## src/audio_mem_pkg.sv

```systemverilog
package audio_mem_pkg;

	//////////////////////////////////////////////////////////////////////
	// Sample memory types
	//////////////////////////////////////////////////////////////////////

	typedef logic [15:0] sample_t;
	typedef logic [6:0]  mem_addr_t;
	typedef logic [2:0]  slot_idx_t;

	// Slot geometry, five slots of 16 words packed from address 0
	localparam int unsigned NUM_SLOTS  = 5;
	localparam int unsigned SLOT_WORDS = 16;
	localparam mem_addr_t   MEM_TOP    = 7'd79;

	//////////////////////////////////////////////////////////////////////
	// Memory port
	//////////////////////////////////////////////////////////////////////

	// Request side, driven by the transfer engine
	// wr_en writes wdata at addr on the clock edge
	// rd_req is held until rd_present, then rd_ack pulses once
	typedef struct packed {
		logic      wr_en;
		logic      rd_req;
		logic      rd_ack;
		mem_addr_t addr;
		sample_t   wdata;
	} mem_req_t;

	// Response side
	// rd_data is valid while rd_present is high
	typedef struct packed {
		logic    rd_present;
		sample_t rd_data;
	} mem_rsp_t;

endpackage

```

## src/io_port_pkg.sv

```systemverilog
package io_port_pkg;

	//////////////////////////////////////////////////////////////////////
	// Port bus types
	//////////////////////////////////////////////////////////////////////

	typedef logic [7:0] port_id_t;
	typedef logic [7:0] port_data_t;

	// Input ports
	localparam port_id_t PORT_SWITCHES   = 8'h00;
	localparam port_id_t PORT_BTN_UP     = 8'h06;
	localparam port_id_t PORT_BTN_DOWN   = 8'h07;
	localparam port_id_t PORT_BTN_SELECT = 8'h08;
	localparam port_id_t PORT_BTN_BACK   = 8'h09;
	localparam port_id_t PORT_BTN_PAUSE  = 8'h0A;
	localparam port_id_t PORT_DONE       = 8'h0F;

	// Output ports
	localparam port_id_t PORT_VOLUME  = 8'h04;
	localparam port_id_t PORT_REC_ARM = 8'h05;
	localparam port_id_t PORT_MODE    = 8'h0B;
	localparam port_id_t PORT_SLOT    = 8'h0C;

	typedef logic [3:0] volume_t;

	// Volume step codes written to PORT_VOLUME
	localparam port_data_t VOL_UP_CODE   = 8'd1;
	localparam port_data_t VOL_DOWN_CODE = 8'd2;
	localparam volume_t    VOL_MIN       = 4'd1;
	localparam volume_t    VOL_MAX       = 4'd15;
	localparam volume_t    VOL_RESET     = 4'd1;

	// Encodings match the values the processor writes to PORT_MODE
	typedef enum logic [2:0] {
		MODE_MAIN    = 3'd0,
		MODE_PLAY    = 3'd1,
		MODE_RECORD  = 3'd2,
		MODE_DEL_ONE = 3'd3,
		MODE_DEL_ALL = 3'd4,
		MODE_VOLUME  = 3'd5
	} mode_e;

	typedef struct packed {
		port_id_t   port_id;
		port_data_t out_port;
		logic       write_strobe;
		logic       read_strobe;
	} port_bus_t;

	// Start is a single-cycle pulse
	typedef struct packed {
		mode_e                   mode;
		audio_mem_pkg::slot_idx_t slot;
		logic                    rec_armed;
		logic                    start;
	} xfer_ctrl_t;

endpackage

```

## src/codec_strobe_sync.sv

```systemverilog
`timescale 1ns/1ps

module codec_strobe_sync (
	input  logic clk1,
	input  logic pb_reset,
	input  logic s_req,
	input  logic s_end,
	output logic req_pulse,
	output logic end_pulse
);

	// Bit 0 carries s_req, bit 1 carries s_end
	logic [1:0] meta;
	logic [1:0] sync;
	logic [1:0] prev;
	logic [1:0] pulse;

	//////////////////////////////////////////////////////////////////////
	// Two-flop synchronizer and rising edge detect
	//////////////////////////////////////////////////////////////////////

	always_ff @(posedge clk1 or posedge pb_reset) begin
		if (pb_reset) begin
			meta  <= 2'b00;
			sync  <= 2'b00;
			prev  <= 2'b00;
			pulse <= 2'b00;
		end else begin
			// First stage may go metastable
			meta  <= {s_end, s_req};
			sync  <= meta;
			prev  <= sync;
			// One cycle per codec strobe, third edge after it rises
			pulse <= sync & ~prev;
		end
	end

	assign req_pulse = pulse[0];
	assign end_pulse = pulse[1];

endmodule

```

## src/io_port_regs.sv

```systemverilog
`timescale 1ns/1ps

module io_port_regs
	import io_port_pkg::*;
	import audio_mem_pkg::*;
(
	input  logic       clk1,
	input  logic       pb_reset,
	input  port_bus_t  bus,
	input  logic [3:0] switches,
	input  logic [4:0] buttons,
	input  logic       xfer_done,
	output port_data_t in_port,
	output xfer_ctrl_t ctrl,
	output volume_t    volume,
	output logic [7:0] led
);

	mode_e      mode_q;
	mode_e      mode_d;
	slot_idx_t  slot_q;
	slot_idx_t  slot_d;
	logic       rec_armed_q;
	logic       rec_armed_d;
	logic       start_q;
	logic       start_d;
	volume_t    volume_q;
	volume_t    volume_d;
	logic       slot_mode;
	logic [7:0] led_d;
	port_data_t read_d;

	// Slot writes only count in modes that work on one slot
	assign slot_mode = (mode_q == MODE_PLAY) || (mode_q == MODE_RECORD) ||
		(mode_q == MODE_DEL_ONE);

	//////////////////////////////////////////////////////////////////////
	// Port write decode
	//////////////////////////////////////////////////////////////////////

	always_comb begin
		mode_d      = mode_q;
		slot_d      = slot_q;
		rec_armed_d = rec_armed_q;
		volume_d    = volume_q;
		start_d     = 1'b0;
		if (bus.write_strobe) begin
			case (bus.port_id)
				PORT_MODE: begin
					// Codes above volume are not modes
					if (bus.out_port <= port_data_t'(MODE_VOLUME)) begin
						mode_d  = mode_e'(bus.out_port[2:0]);
						start_d = (bus.out_port == port_data_t'(MODE_DEL_ALL));
					end
				end
				PORT_SLOT: begin
					if (slot_mode && (bus.out_port < NUM_SLOTS)) begin
						slot_d  = slot_idx_t'(bus.out_port);
						start_d = 1'b1;
					end
				end
				PORT_REC_ARM: begin
					rec_armed_d = (bus.out_port == 8'd1);
				end
				PORT_VOLUME: begin
					// One step per write, saturating at both ends
					if (mode_q == MODE_VOLUME) begin
						if ((bus.out_port == VOL_UP_CODE) && (volume_q < VOL_MAX))
							volume_d = volume_q + 4'd1;
						else if ((bus.out_port == VOL_DOWN_CODE) && (volume_q > VOL_MIN))
							volume_d = volume_q - 4'd1;
					end
				end
				default: begin
				end
			endcase
		end
	end

	// LED decode from the next mode so it lines up with the mode register
	always_comb begin
		led_d = 8'h00;
		case (mode_d)
			MODE_MAIN:    led_d[0] = 1'b1;
			MODE_PLAY:    led_d[1] = 1'b1;
			MODE_RECORD:  led_d[2] = rec_armed_d;
			MODE_DEL_ALL: led_d[3] = 1'b1;
			MODE_DEL_ONE: led_d[4] = 1'b1;
			MODE_VOLUME:  led_d[5] = 1'b1;
			default:      led_d = 8'h00;
		endcase
	end

	//////////////////////////////////////////////////////////////////////
	// Read mux, single-bit ports land in the LSB
	//////////////////////////////////////////////////////////////////////

	always_comb begin
		case (bus.port_id)
			PORT_SWITCHES:   read_d = {4'h0, switches};
			PORT_BTN_UP:     read_d = {7'h00, buttons[0]};
			PORT_BTN_DOWN:   read_d = {7'h00, buttons[1]};
			PORT_BTN_SELECT: read_d = {7'h00, buttons[2]};
			PORT_BTN_BACK:   read_d = {7'h00, buttons[3]};
			PORT_BTN_PAUSE:  read_d = {7'h00, buttons[4]};
			PORT_DONE:       read_d = {7'h00, xfer_done};
			default:         read_d = 8'h00;
		endcase
	end

	always_ff @(posedge clk1 or posedge pb_reset) begin
		if (pb_reset) begin
			mode_q      <= MODE_MAIN;
			slot_q      <= '0;
			rec_armed_q <= 1'b0;
			start_q     <= 1'b0;
			volume_q    <= VOL_RESET;
			led         <= 8'h01;
			in_port     <= 8'h00;
		end else begin
			mode_q      <= mode_d;
			slot_q      <= slot_d;
			rec_armed_q <= rec_armed_d;
			start_q     <= start_d;
			volume_q    <= volume_d;
			led         <= led_d;
			in_port     <= read_d;
		end
	end

	assign ctrl = '{mode: mode_q, slot: slot_q, rec_armed: rec_armed_q, start: start_q};
	assign volume = volume_q;

	// The processor never reads and writes in the same cycle
	a_strobe_excl: assert property (@(posedge clk1) disable iff (pb_reset)
		!(bus.read_strobe && bus.write_strobe));

endmodule

```

## src/slot_transfer_engine.sv

```systemverilog
`timescale 1ns/1ps

module slot_transfer_engine
	import io_port_pkg::*;
	import audio_mem_pkg::*;
(
	input  logic       clk1,
	input  logic       pb_reset,
	input  xfer_ctrl_t ctrl,
	input  logic       req_pulse,
	input  logic       end_pulse,
	input  sample_t    audio_in,
	input  mem_rsp_t   mem_rsp,
	output mem_req_t   mem_req,
	output sample_t    audio_out,
	output logic       xfer_done
);

	typedef enum logic [2:0] {
		ST_IDLE,
		ST_FETCH,
		ST_HOLD_SAMPLE,
		ST_WRITE_WORD,
		ST_FINISHED
	} state_e;

	state_e    state;
	mode_e     run_mode;
	mem_addr_t addr;
	mem_addr_t end_addr;
	mem_addr_t slot_base;
	mem_addr_t slot_end;
	sample_t   sample_q;
	logic      rd_ack_q;
	logic      done_q;
	logic      mode_left;
	logic      write_ok;
	logic      last_word;

	// Slot geometry
	assign slot_base = mem_addr_t'(ctrl.slot * SLOT_WORDS);
	assign slot_end  = slot_base + mem_addr_t'(SLOT_WORDS - 1);

	// Leaving the running mode aborts the transfer
	assign mode_left = (state != ST_IDLE) && (ctrl.mode != run_mode);
	// Record only writes while armed, erase always writes
	assign write_ok  = end_pulse && ((run_mode != MODE_RECORD) || ctrl.rec_armed);
	assign last_word = (addr == end_addr);

	//////////////////////////////////////////////////////////////////////
	// Transfer FSM
	//////////////////////////////////////////////////////////////////////

	always_ff @(posedge clk1 or posedge pb_reset) begin
		if (pb_reset) begin
			state     <= ST_IDLE;
			run_mode  <= MODE_MAIN;
			addr      <= '0;
			end_addr  <= '0;
			rd_ack_q  <= 1'b0;
			done_q    <= 1'b0;
			audio_out <= '0;
		end else begin
			rd_ack_q <= 1'b0;
			if (ctrl.start) begin
				done_q   <= 1'b0;
				run_mode <= ctrl.mode;
				if (ctrl.mode == MODE_DEL_ALL) begin
					addr     <= '0;
					end_addr <= MEM_TOP;
				end else begin
					addr     <= slot_base;
					end_addr <= slot_end;
				end
				case (ctrl.mode)
					MODE_PLAY:                              state <= ST_FETCH;
					MODE_RECORD, MODE_DEL_ONE, MODE_DEL_ALL: state <= ST_HOLD_SAMPLE;
					default:                                state <= ST_IDLE;
				endcase
			end else if (mode_left) begin
				state <= ST_IDLE;
			end else begin
				case (state)
					ST_FETCH: begin
						// Word is latched this edge, ack follows
						if (mem_rsp.rd_present) begin
							rd_ack_q <= 1'b1;
							state    <= ST_HOLD_SAMPLE;
						end
					end
					ST_HOLD_SAMPLE: begin
						if (run_mode == MODE_PLAY) begin
							if (req_pulse) begin
								audio_out <= sample_q;
								if (last_word) begin
									done_q <= 1'b1;
									state  <= ST_FINISHED;
								end else begin
									addr  <= addr + 7'd1;
									state <= ST_FETCH;
								end
							end
						end else if (write_ok) begin
							state <= ST_WRITE_WORD;
						end
					end
					ST_WRITE_WORD: begin
						if (last_word) begin
							done_q <= 1'b1;
							state  <= ST_FINISHED;
						end else begin
							addr  <= addr + 7'd1;
							state <= ST_HOLD_SAMPLE;
						end
					end
					default: begin
					end
				endcase
			end
		end
	end

	// Fetched word in play, captured or zero word in the write modes
	always_ff @(posedge clk1) begin
		if ((state == ST_FETCH) && mem_rsp.rd_present)
			sample_q <= mem_rsp.rd_data;
		else if ((state == ST_HOLD_SAMPLE) && (run_mode != MODE_PLAY) && write_ok)
			sample_q <= (run_mode == MODE_RECORD) ? audio_in : '0;
	end

	always_comb begin
		mem_req.wr_en  = (state == ST_WRITE_WORD);
		mem_req.rd_req = (state == ST_FETCH);
		mem_req.rd_ack = rd_ack_q;
		mem_req.addr   = addr;
		mem_req.wdata  = sample_q;
	end

	assign xfer_done = done_q;

	a_no_rd_wr: assert property (@(posedge clk1) disable iff (pb_reset)
		!(mem_req.wr_en && mem_req.rd_req));

	a_wr_in_range: assert property (@(posedge clk1) disable iff (pb_reset)
		mem_req.wr_en |-> (mem_req.addr <= MEM_TOP));

endmodule

```

## src/voice_recorder_top.sv

```systemverilog
`timescale 1ns/1ps

module voice_recorder_top
	import io_port_pkg::*;
	import audio_mem_pkg::*;
(
	input  logic       clk1,
	input  logic       pb_reset,
	input  port_bus_t  bus,
	input  logic [3:0] switches,
	input  logic [4:0] buttons,
	input  logic       s_req,
	input  logic       s_end,
	input  sample_t    audio_in,
	input  mem_rsp_t   mem_rsp,
	output port_data_t in_port,
	output mem_req_t   mem_req,
	output sample_t    audio_out,
	output volume_t    volume,
	output logic [7:0] led
);

	xfer_ctrl_t ctrl;
	logic       xfer_done;
	logic       req_pulse;
	logic       end_pulse;

	//////////////////////////////////////////////////////////////////////
	// Processor port registers
	//////////////////////////////////////////////////////////////////////

	io_port_regs u_regs (
		.clk1      (clk1),
		.pb_reset  (pb_reset),
		.bus       (bus),
		.switches  (switches),
		.buttons   (buttons),
		.xfer_done (xfer_done),
		.in_port   (in_port),
		.ctrl      (ctrl),
		.volume    (volume),
		.led       (led)
	);

	// Codec strobes arrive from the audio clock domain
	codec_strobe_sync u_sync (
		.clk1      (clk1),
		.pb_reset  (pb_reset),
		.s_req     (s_req),
		.s_end     (s_end),
		.req_pulse (req_pulse),
		.end_pulse (end_pulse)
	);

	slot_transfer_engine u_engine (
		.clk1      (clk1),
		.pb_reset  (pb_reset),
		.ctrl      (ctrl),
		.req_pulse (req_pulse),
		.end_pulse (end_pulse),
		.audio_in  (audio_in),
		.mem_rsp   (mem_rsp),
		.mem_req   (mem_req),
		.audio_out (audio_out),
		.xfer_done (xfer_done)
	);

endmodule

```

## config.mk

```make
export PLATFORM = sky130hd
export DESIGN_NAME = voice_recorder_top
export DESIGN_NICKNAME = d
export VERILOG_FILES = /design/src/audio_mem_pkg.sv /design/src/io_port_pkg.sv /design/src/codec_strobe_sync.sv /design/src/io_port_regs.sv /design/src/slot_transfer_engine.sv /design/src/voice_recorder_top.sv
export SDC_FILE = /design/constraint.sdc
export NUM_CORES = 1
export LEC_CHECK = 0
export BUFFER_PORTS_ARGS = -buffer_cell sky130_fd_sc_hd__buf_2
export CAP_MARGIN = 20
export CORE_ASPECT_RATIO = 0.7
export CORE_UTILIZATION = 53
export CTS_BUF_LIST = sky130_fd_sc_hd__clkbuf_2 sky130_fd_sc_hd__clkbuf_4 sky130_fd_sc_hd__clkbuf_8
export DETAILED_ROUTE_END_ITERATION = 10
export HOLD_SLACK_MARGIN = 0.03
export PLACE_DENSITY = 0.8
export SLEW_MARGIN = 20
export SYNTH_ARGS = -nofsm -noshare
export SYNTH_HDL_FRONTEND = slang
export SYNTH_HIERARCHICAL = 1
export SYNTH_SLANG_ARGS = --single-unit
```

## constraint.sdc

```tcl
create_clock -name clk1 -period 2.55 [get_ports clk1]
set_clock_uncertainty 0.05 [all_clocks]
set_input_delay 0.1275 -clock clk1 [delete_from_list [all_inputs] [get_ports clk1]]
set_output_delay 0.1275 -clock clk1 [all_outputs]
set_load 0.05 [all_outputs]
```

==> results of run 1 <==
## flip-flops by register name (all words and copies together) (netlist names)
register	flops
u_engine/end_addr	4
u_sync/prev	2
u_regs/led	6
u_regs/rec_armed_q	1
u_engine/addr	7
u_engine/rd_ack_q	1
u_regs/volume	4
u_regs/in_port	4
u_sync/meta	2
u_engine/xfer_done	1
u_engine/state	3
u_regs/start_q	1
u_engine/audio_out	16
u_engine/run_mode	3
u_engine/sample_q	16
u_sync/pulse	2
u_sync/sync	2
u_regs/mode_q	3
u_regs/slot_q	3
## repair_timing
action / 4_1_cts / 5_1_grt
setup endpoints to repair: 0 / 14
buffers inserted: 0 / 2
gates resized for setup: 0 / 0
endpoints found under the hold margin: 84 / 0
hold buffers: 40 / 0
## worst register-to-register path: stages (launching register included)
cell and delay (ns):
dfstp_2 0.58, inv_1 0.08, ha_1 0.21, nor2_1 0.10, o311ai_0 0.12, a211oi_1 0.60, o21ai_1 0.17, xnor2_1 0.16
## per-layer routing
metal	part of all wire [%]	GRT usage (%)	up-vias
met1	45	30.4	1562
met4	0.60	6.33	0
met5	0	0	-
met2	50	38.5	79
met3	3.7	5.52	6
li1	-	-	1520
## power by group
part / internal, W / switching (W)
Sequential: 0.00133 / 0.0000193
Combinational: 0.0000906 / 0.000114
Clock: 0.000360 / 0.000482
Total: 0.00178 / 0.000616
## layout by cell type (no fill, tap or decap), drive strengths merged, types with 4 or more instances in the layout
cell type / Yosys / layout
a22o: 16 / 16
nor4: 4 / 4
nand2: 19 / 19
conb: 1 / 6
xnor2: 10 / 10
a21oi: 6 / 6
clkbuf: 7 / 9
nor2: 17 / 17
nor4b: 7 / 7
ha: 4 / 4
inv: 12 / 14
o21ai: 16 / 16
nand3: 12 / 12
and2: 5 / 5
dfrtp: 63 / 63
mux2: 24 / 24
nand3b: 4 / 4
dlygate4sd3: 0 / 40
edfxtp: 16 / 16
nor2b: 13 / 13
buf: 14 / 124
nor3: 5 / 5
## layout make-up
cell class,count,area (um2),area share [%]
Sequential cell,81,2110,40.5
Clock buffer,9,124,2.38
Tap cell,98,123,2.35
Clock inverter,7,53.8,1.03
Multi-Input combinational cell,222,1720,33.0
Timing Repair Buffer,164,1040,19.9
Inverter,12,45.0,0.865
## final timing paths
path	start	end	cells after the start
min reg2reg	u_sync/meta[0]	u_sync/sync[0]	0
max in group asynchronous	pb_reset	u_regs/start_q	3
min in group asynchronous	pb_reset	u_sync/pulse[0]	3
max reg2reg	u_regs/volume[0]	u_regs/volume[3]	7
max	u_regs/volume[0]	u_regs/volume[3]	7
min	audio_in[5]	u_engine/sample_q[5]	2
## cells by family (layout without fill, tap and decap cells)
group | count (synthesis) | count (layout) | synth area share (%)
mux | 27 | 27 | 7.83
xor+xnor | 13 | 13 | 2.86
fa+ha+maj | 4 | 4 | 1.26
flops | 81 | 81 | 53.0
simple gates | 108 | 108 | 18.3
compound gates | 64 | 64 | 12.4
other cells | 1 | 6 | 0.0942
buf+inv | 33 | 192 | 4.25
## stage by stage
step,hold slack [ns],area [um2],total power [W],setup slack (ns),instances
floorplan,-0.107,4000,0.00148,0.406,336
global placement,0.0462,4620,0.00155,0.495,535
detailed placement,0.0471,4620,0.00155,0.372,535
CTS,0.0328,5190,0.00242,0.0993,591
global route,0.0331,5210,0.00250,0.243,593
finish,0.0431,5210,0.00240,0.367,593
==> metrics.md, run 1 <==
| Metric | Value |
|---|---|
| Core ar. | 7290 um2 |
| Antenna diodes | 0 |
| Antenna viol nets, final | 0 |
| WS Path Type | flop to flop |
| Sequential-to-total area share from yosys stat | 53.0% |
| Post-layout nets | 558 |
| # rows | 26 |
| Port Buffer Count | 118 |
| Post-synthesis register bit count | 81 |
| CTS Buffer Depth | 2 |
| Worst Path Max Fanout | 6 |
| Initial antenna violation count | 0 |
| Die height | 74.5 um |
| H-Tree Depth | 3 |
| Slew headroom | 42.0% |
| VDD IR-drop max | 0.000332 V |
| Die ar. | 7860 um2 |
| TritonRoute pass-1 iters | 7 |
| Failing checks | design-rule violations |
| Delay of the slowest critical-path stage | 0.60 ns |
| Leakage | 2.49 nW |
| Synth top cells by count | 63 x dfrtp_1, 19 x mux2_2, 18 x nand2_1, 17 x nor2_1 |
| Root Buffer Master | clkbuf_8 |
| DRT iter0 DRCs | 150 |
| Power per cell area | 461 nW/um2 |
| Gr usage total | 22.9% |
| Initial Util | 54.6% |
| Core Util, Final | 71.5% |
| Post-synth EDFFs | 16 |
| Flop2flop setup slack | 0.37 ns |
| Req. time, crit path | 2.74 ns |
| Synth-to-layout area growth | 30.9% |
| Max Freq | 0.458 GHz |
| Setup TNS | 0 ns |
| Crit-path cells | inv_1, ha_1, nor2_1, o311ai_0, a211oi_1, o21ai_1, xnor2_1 |
| Unrepaired setup endpoints after global routing | no |
| DR WL/cell | 15.1 um |
| Clock Latency Late Sink | 0.35 ns |
| Setup violators final | 0 |
| Leading area contributor after synthesis | dfrtp_1 |
| Main flop type after synthesis | dfrtp_1 |
| Crit path DAT | 2.37 ns |
| Clock slew at reported path FFs | 0.08 ns |
| Mean Syn Cell Area | 12.0 um2 |
| Number of remaining DRC errors | 1 |
| Asr flop ratio synth | 80.2% |
| Synth area leaders | dfrtp_1 40%, edfxtp_1 12%, mux2_2 5.4% |
| CTS tree | done |
| Minimum clock period | 2.18 ns |
| Worst Path Buf+Inv | 1 |
| Top-count cell post-synth | dfrtp_1 |
| Period utilization | 85.6% |
| Total gr overflow | 0 |
| Total number of vias | 3167 |
| Clock Sinks | 81 |
| DRT Wirelength | 8950 um |
| Vias per std cell | 5.34 |
| Vias in the first global route | 2954 |
| Global-route wire length before repair | 14100 um |
| Slew @ Worst Pin | 0.870 ns |
| Die Wd | 106 um |
| GPL Wtd Cong | 0.834 |
| Synth warnings | 6 |
| Largest net degree at the start of global routing | 36 |
| Nature of the critical path endpoint | flop |
| Hold Path Class | input port to flop |
| Critical path's slowest cell | a211oi_1 |
| Share of cells above drive strength 1 | 37.6% |
| TritonCTS buffer count | 9 |
| Hpwl dp | 5890 um |
| Outcome | finished, violations left |
| CP top delay family | compound AO/OA/AOI/OAI gates |
| IO Count | 126 |
| Hold Vio Cnt, Final | 0 |
| Filler cell count | 522 |
| Synth Instances | 331 |
| Post-Syn Area | 3980 um2 |
| Top-area cell type share of the netlist area | 39.6% |
| Worst Setup Start Kind | flop |
| Synth cell types | 67 |
| Fin. max-slew vios | 0 |
| Max-cap violations | 0 |
No activity file was read; power rests on OpenSTA's default activity.
==> inputs of run 2 (changes only) <==
==> constraint.sdc (replaced) <==
create_clock -name clk1 -period 2.55 [get_ports clk1]
set_clock_uncertainty 0.05 [all_clocks]
set_input_delay 0.765 -clock clk1 [delete_from_list [all_inputs] [get_ports clk1]]
set_output_delay 0.765 -clock clk1 [all_outputs]
set_load 0.05 [all_outputs]
==> metrics.md, run 2 (synthesized netlist as in run 1, its figures left out) <==
| Metric | Value |
|---|---|
| Failing checks | design-rule violations |
| Port Buffer Count | 118 |
| Setup TNS | 0 ns |
| Worst Setup Start Kind | flop |
| Slew headroom | 49.4% |
| IO Count | 126 |
| Outcome | finished, violations left |
| TritonCTS buffer count | 9 |
| Top flop regs | u_engine/audio_out (16), u_engine/sample_q (16), u_engine/addr (7) |
| Hold Vio Cnt, Final | 0 |
| DP Cell Count | 547 |
| Hold buffer count at CTS | 0 |
| TritonRoute pass-1 iters | 7 |
| Initial Util | 54.6% |
| Max Freq | 0.438 GHz |
| DR WL/cell | 14.9 um |
| Crit-path cells | nor2b_1, and2_1, buf_2 |
| DRT iter0 DRCs | 119 |
| H-Tree Depth | 3 |
| Crit path DAT | 1.47 ns |
| Critical path's slowest cell | dfrtp_1 |
| Commonest non-fill, non-tap cell in the layout | buf_2 |
| Hold Path Class | input port to async pin |
| Gr usage total | 21.6% |
| Req. time, crit path | 1.74 ns |
| Largest net degree at the start of global routing | 36 |
| Fin. max-slew vios | 0 |
| CTS Buffer Depth | 2 |
| Synth-to-layout area growth | 23.1% |
| Total number of vias | 2999 |
| Cell Count, Final, Fillers Out | 563 |
| Setup violators final | 0 |
| VDD IR-drop max | 0.000272 V |
| Antenna viol nets, final | 0 |
| DRT Wirelength | 8370 um |
| Die Wd | 106 um |
| WS Path Type | flop to output port |
| Total gr overflow | 0 |
| Number of remaining DRC errors | 1 |
| Minimum clock period | 2.28 ns |
| Core Util, Final | 67.2% |
| R2R depth | 5 |
| Hpwl dp | 6000 um |
| Commonest cells after routing, fill and taps aside | 118 x buf_2, 63 x dfrtp_1, 19 x mux2_2 |
| Post-CTS Setup Inserts | 0 |
| Root Buffer Master | clkbuf_8 |
| Delay of the slowest critical-path stage | 0.44 ns |
| Unrepaired setup endpoints after global routing | no |
| Share of cells above drive strength 1 | 42.2% |
| Vias per std cell | 5.33 |
| Die height | 74.5 um |
| Initial antenna violation count | 0 |
| Core ar. | 7290 um2 |
| Nature of the critical path endpoint | output port |
| Die ar. | 7860 um2 |
| GPL Wtd Cong | 0.822 |
| # rows | 26 |
| CTS tree | done |
| Overall power | 0.00244 W |
| Max-cap violations | 0 |
| Antenna diodes | 0 |
| Clock Latency Late Sink | 0.36 ns |
| Clock slew at reported path FFs | 0.10 ns |
| Worst Path Max Fanout | 7 |
| Power per cell area | 499 nW/um2 |
| Post-layout nets | 528 |
| Leakage | 2.34 nW |
| Global-route wire length before repair | 13100 um |
| Clock Sinks | 81 |
| Vias in the first global route | 2699 |
| Period utilization | 89.5% |
| Cells resized by post-CTS repair | 0 |
| Slew @ Worst Pin | 0.759 ns |
-- run 2: changes by cell type in the layout (fill, tap and decap cells not counted), sizes merged --
| cell | change |
|---|---|
| dlygate4sd3 | -40 |
| buf | +10 |
| inv | +4 |
| clkinv | -2 |
| clkinvlp | -2 |
-- run 2: area by class of cell --
cell class	count	area [um2]
multi-input combinational	222	1720
clock inverter	7	67.6
tap	98	123
sequential	81	2110
timing repair buffer	134	711
inverter	12	45.0
fill	551	2390
clock buffer	9	124
-- run 2: critical path: cells and delay by family (launching register included) --
family,cells,cell delay [ns]
buf+inv,1,0.28
flops,1,0.44
simple gates,2,0.40
-- run 2: per-layer routing --
metal / share of wire (%) / global-route usage, % / up-vias
met5: 0 / 0 / -
met4: 0.80 / 7.25 / 0
met3: 3.9 / 5.43 / 8
met2: 48 / 33.0 / 73
met1: 48 / 30.4 / 1460
li1: - / - / 1458
-- run 2: through the flow --
step,instance area (um2),hold slack [ns],worst slack (ns)
global placement,4710,0.282,0.0853
detailed placement,4710,0.286,0.0406
CTS,4900,0.278,0.261
floorplan,4000,0.281,0.171
global route,4900,0.313,0.146
finish,4900,0.290,0.267
-- run 2: final timing paths --
| check | startpoint | end | slack, ns |
|---|---|---|---|
| setup reg to reg | u_engine/state[0] | u_engine/audio_out[6] | 0.42 |
| hold reg to reg | u_sync/meta[0] | u_sync/sync[0] | 0.31 |
| min in group clk1 | u_sync/meta[0] | u_sync/sync[0] | 0.31 |
| setup / recovery | u_engine/state[1] | mem_req[25] | 0.27 |
| max in group asynchronous | pb_reset | u_engine/end_addr[6] | 1.66 |
| hold / removal | pb_reset | u_sync/meta[1] | 0.29 |
-- run 2: power breakdown --
group	internal (W)	total (W)	switching (W)
logic	0.0000729	0.000180	0.000107
clock network	0.000384	0.000910	0.000526
registers	0.00133	0.00135	0.0000185
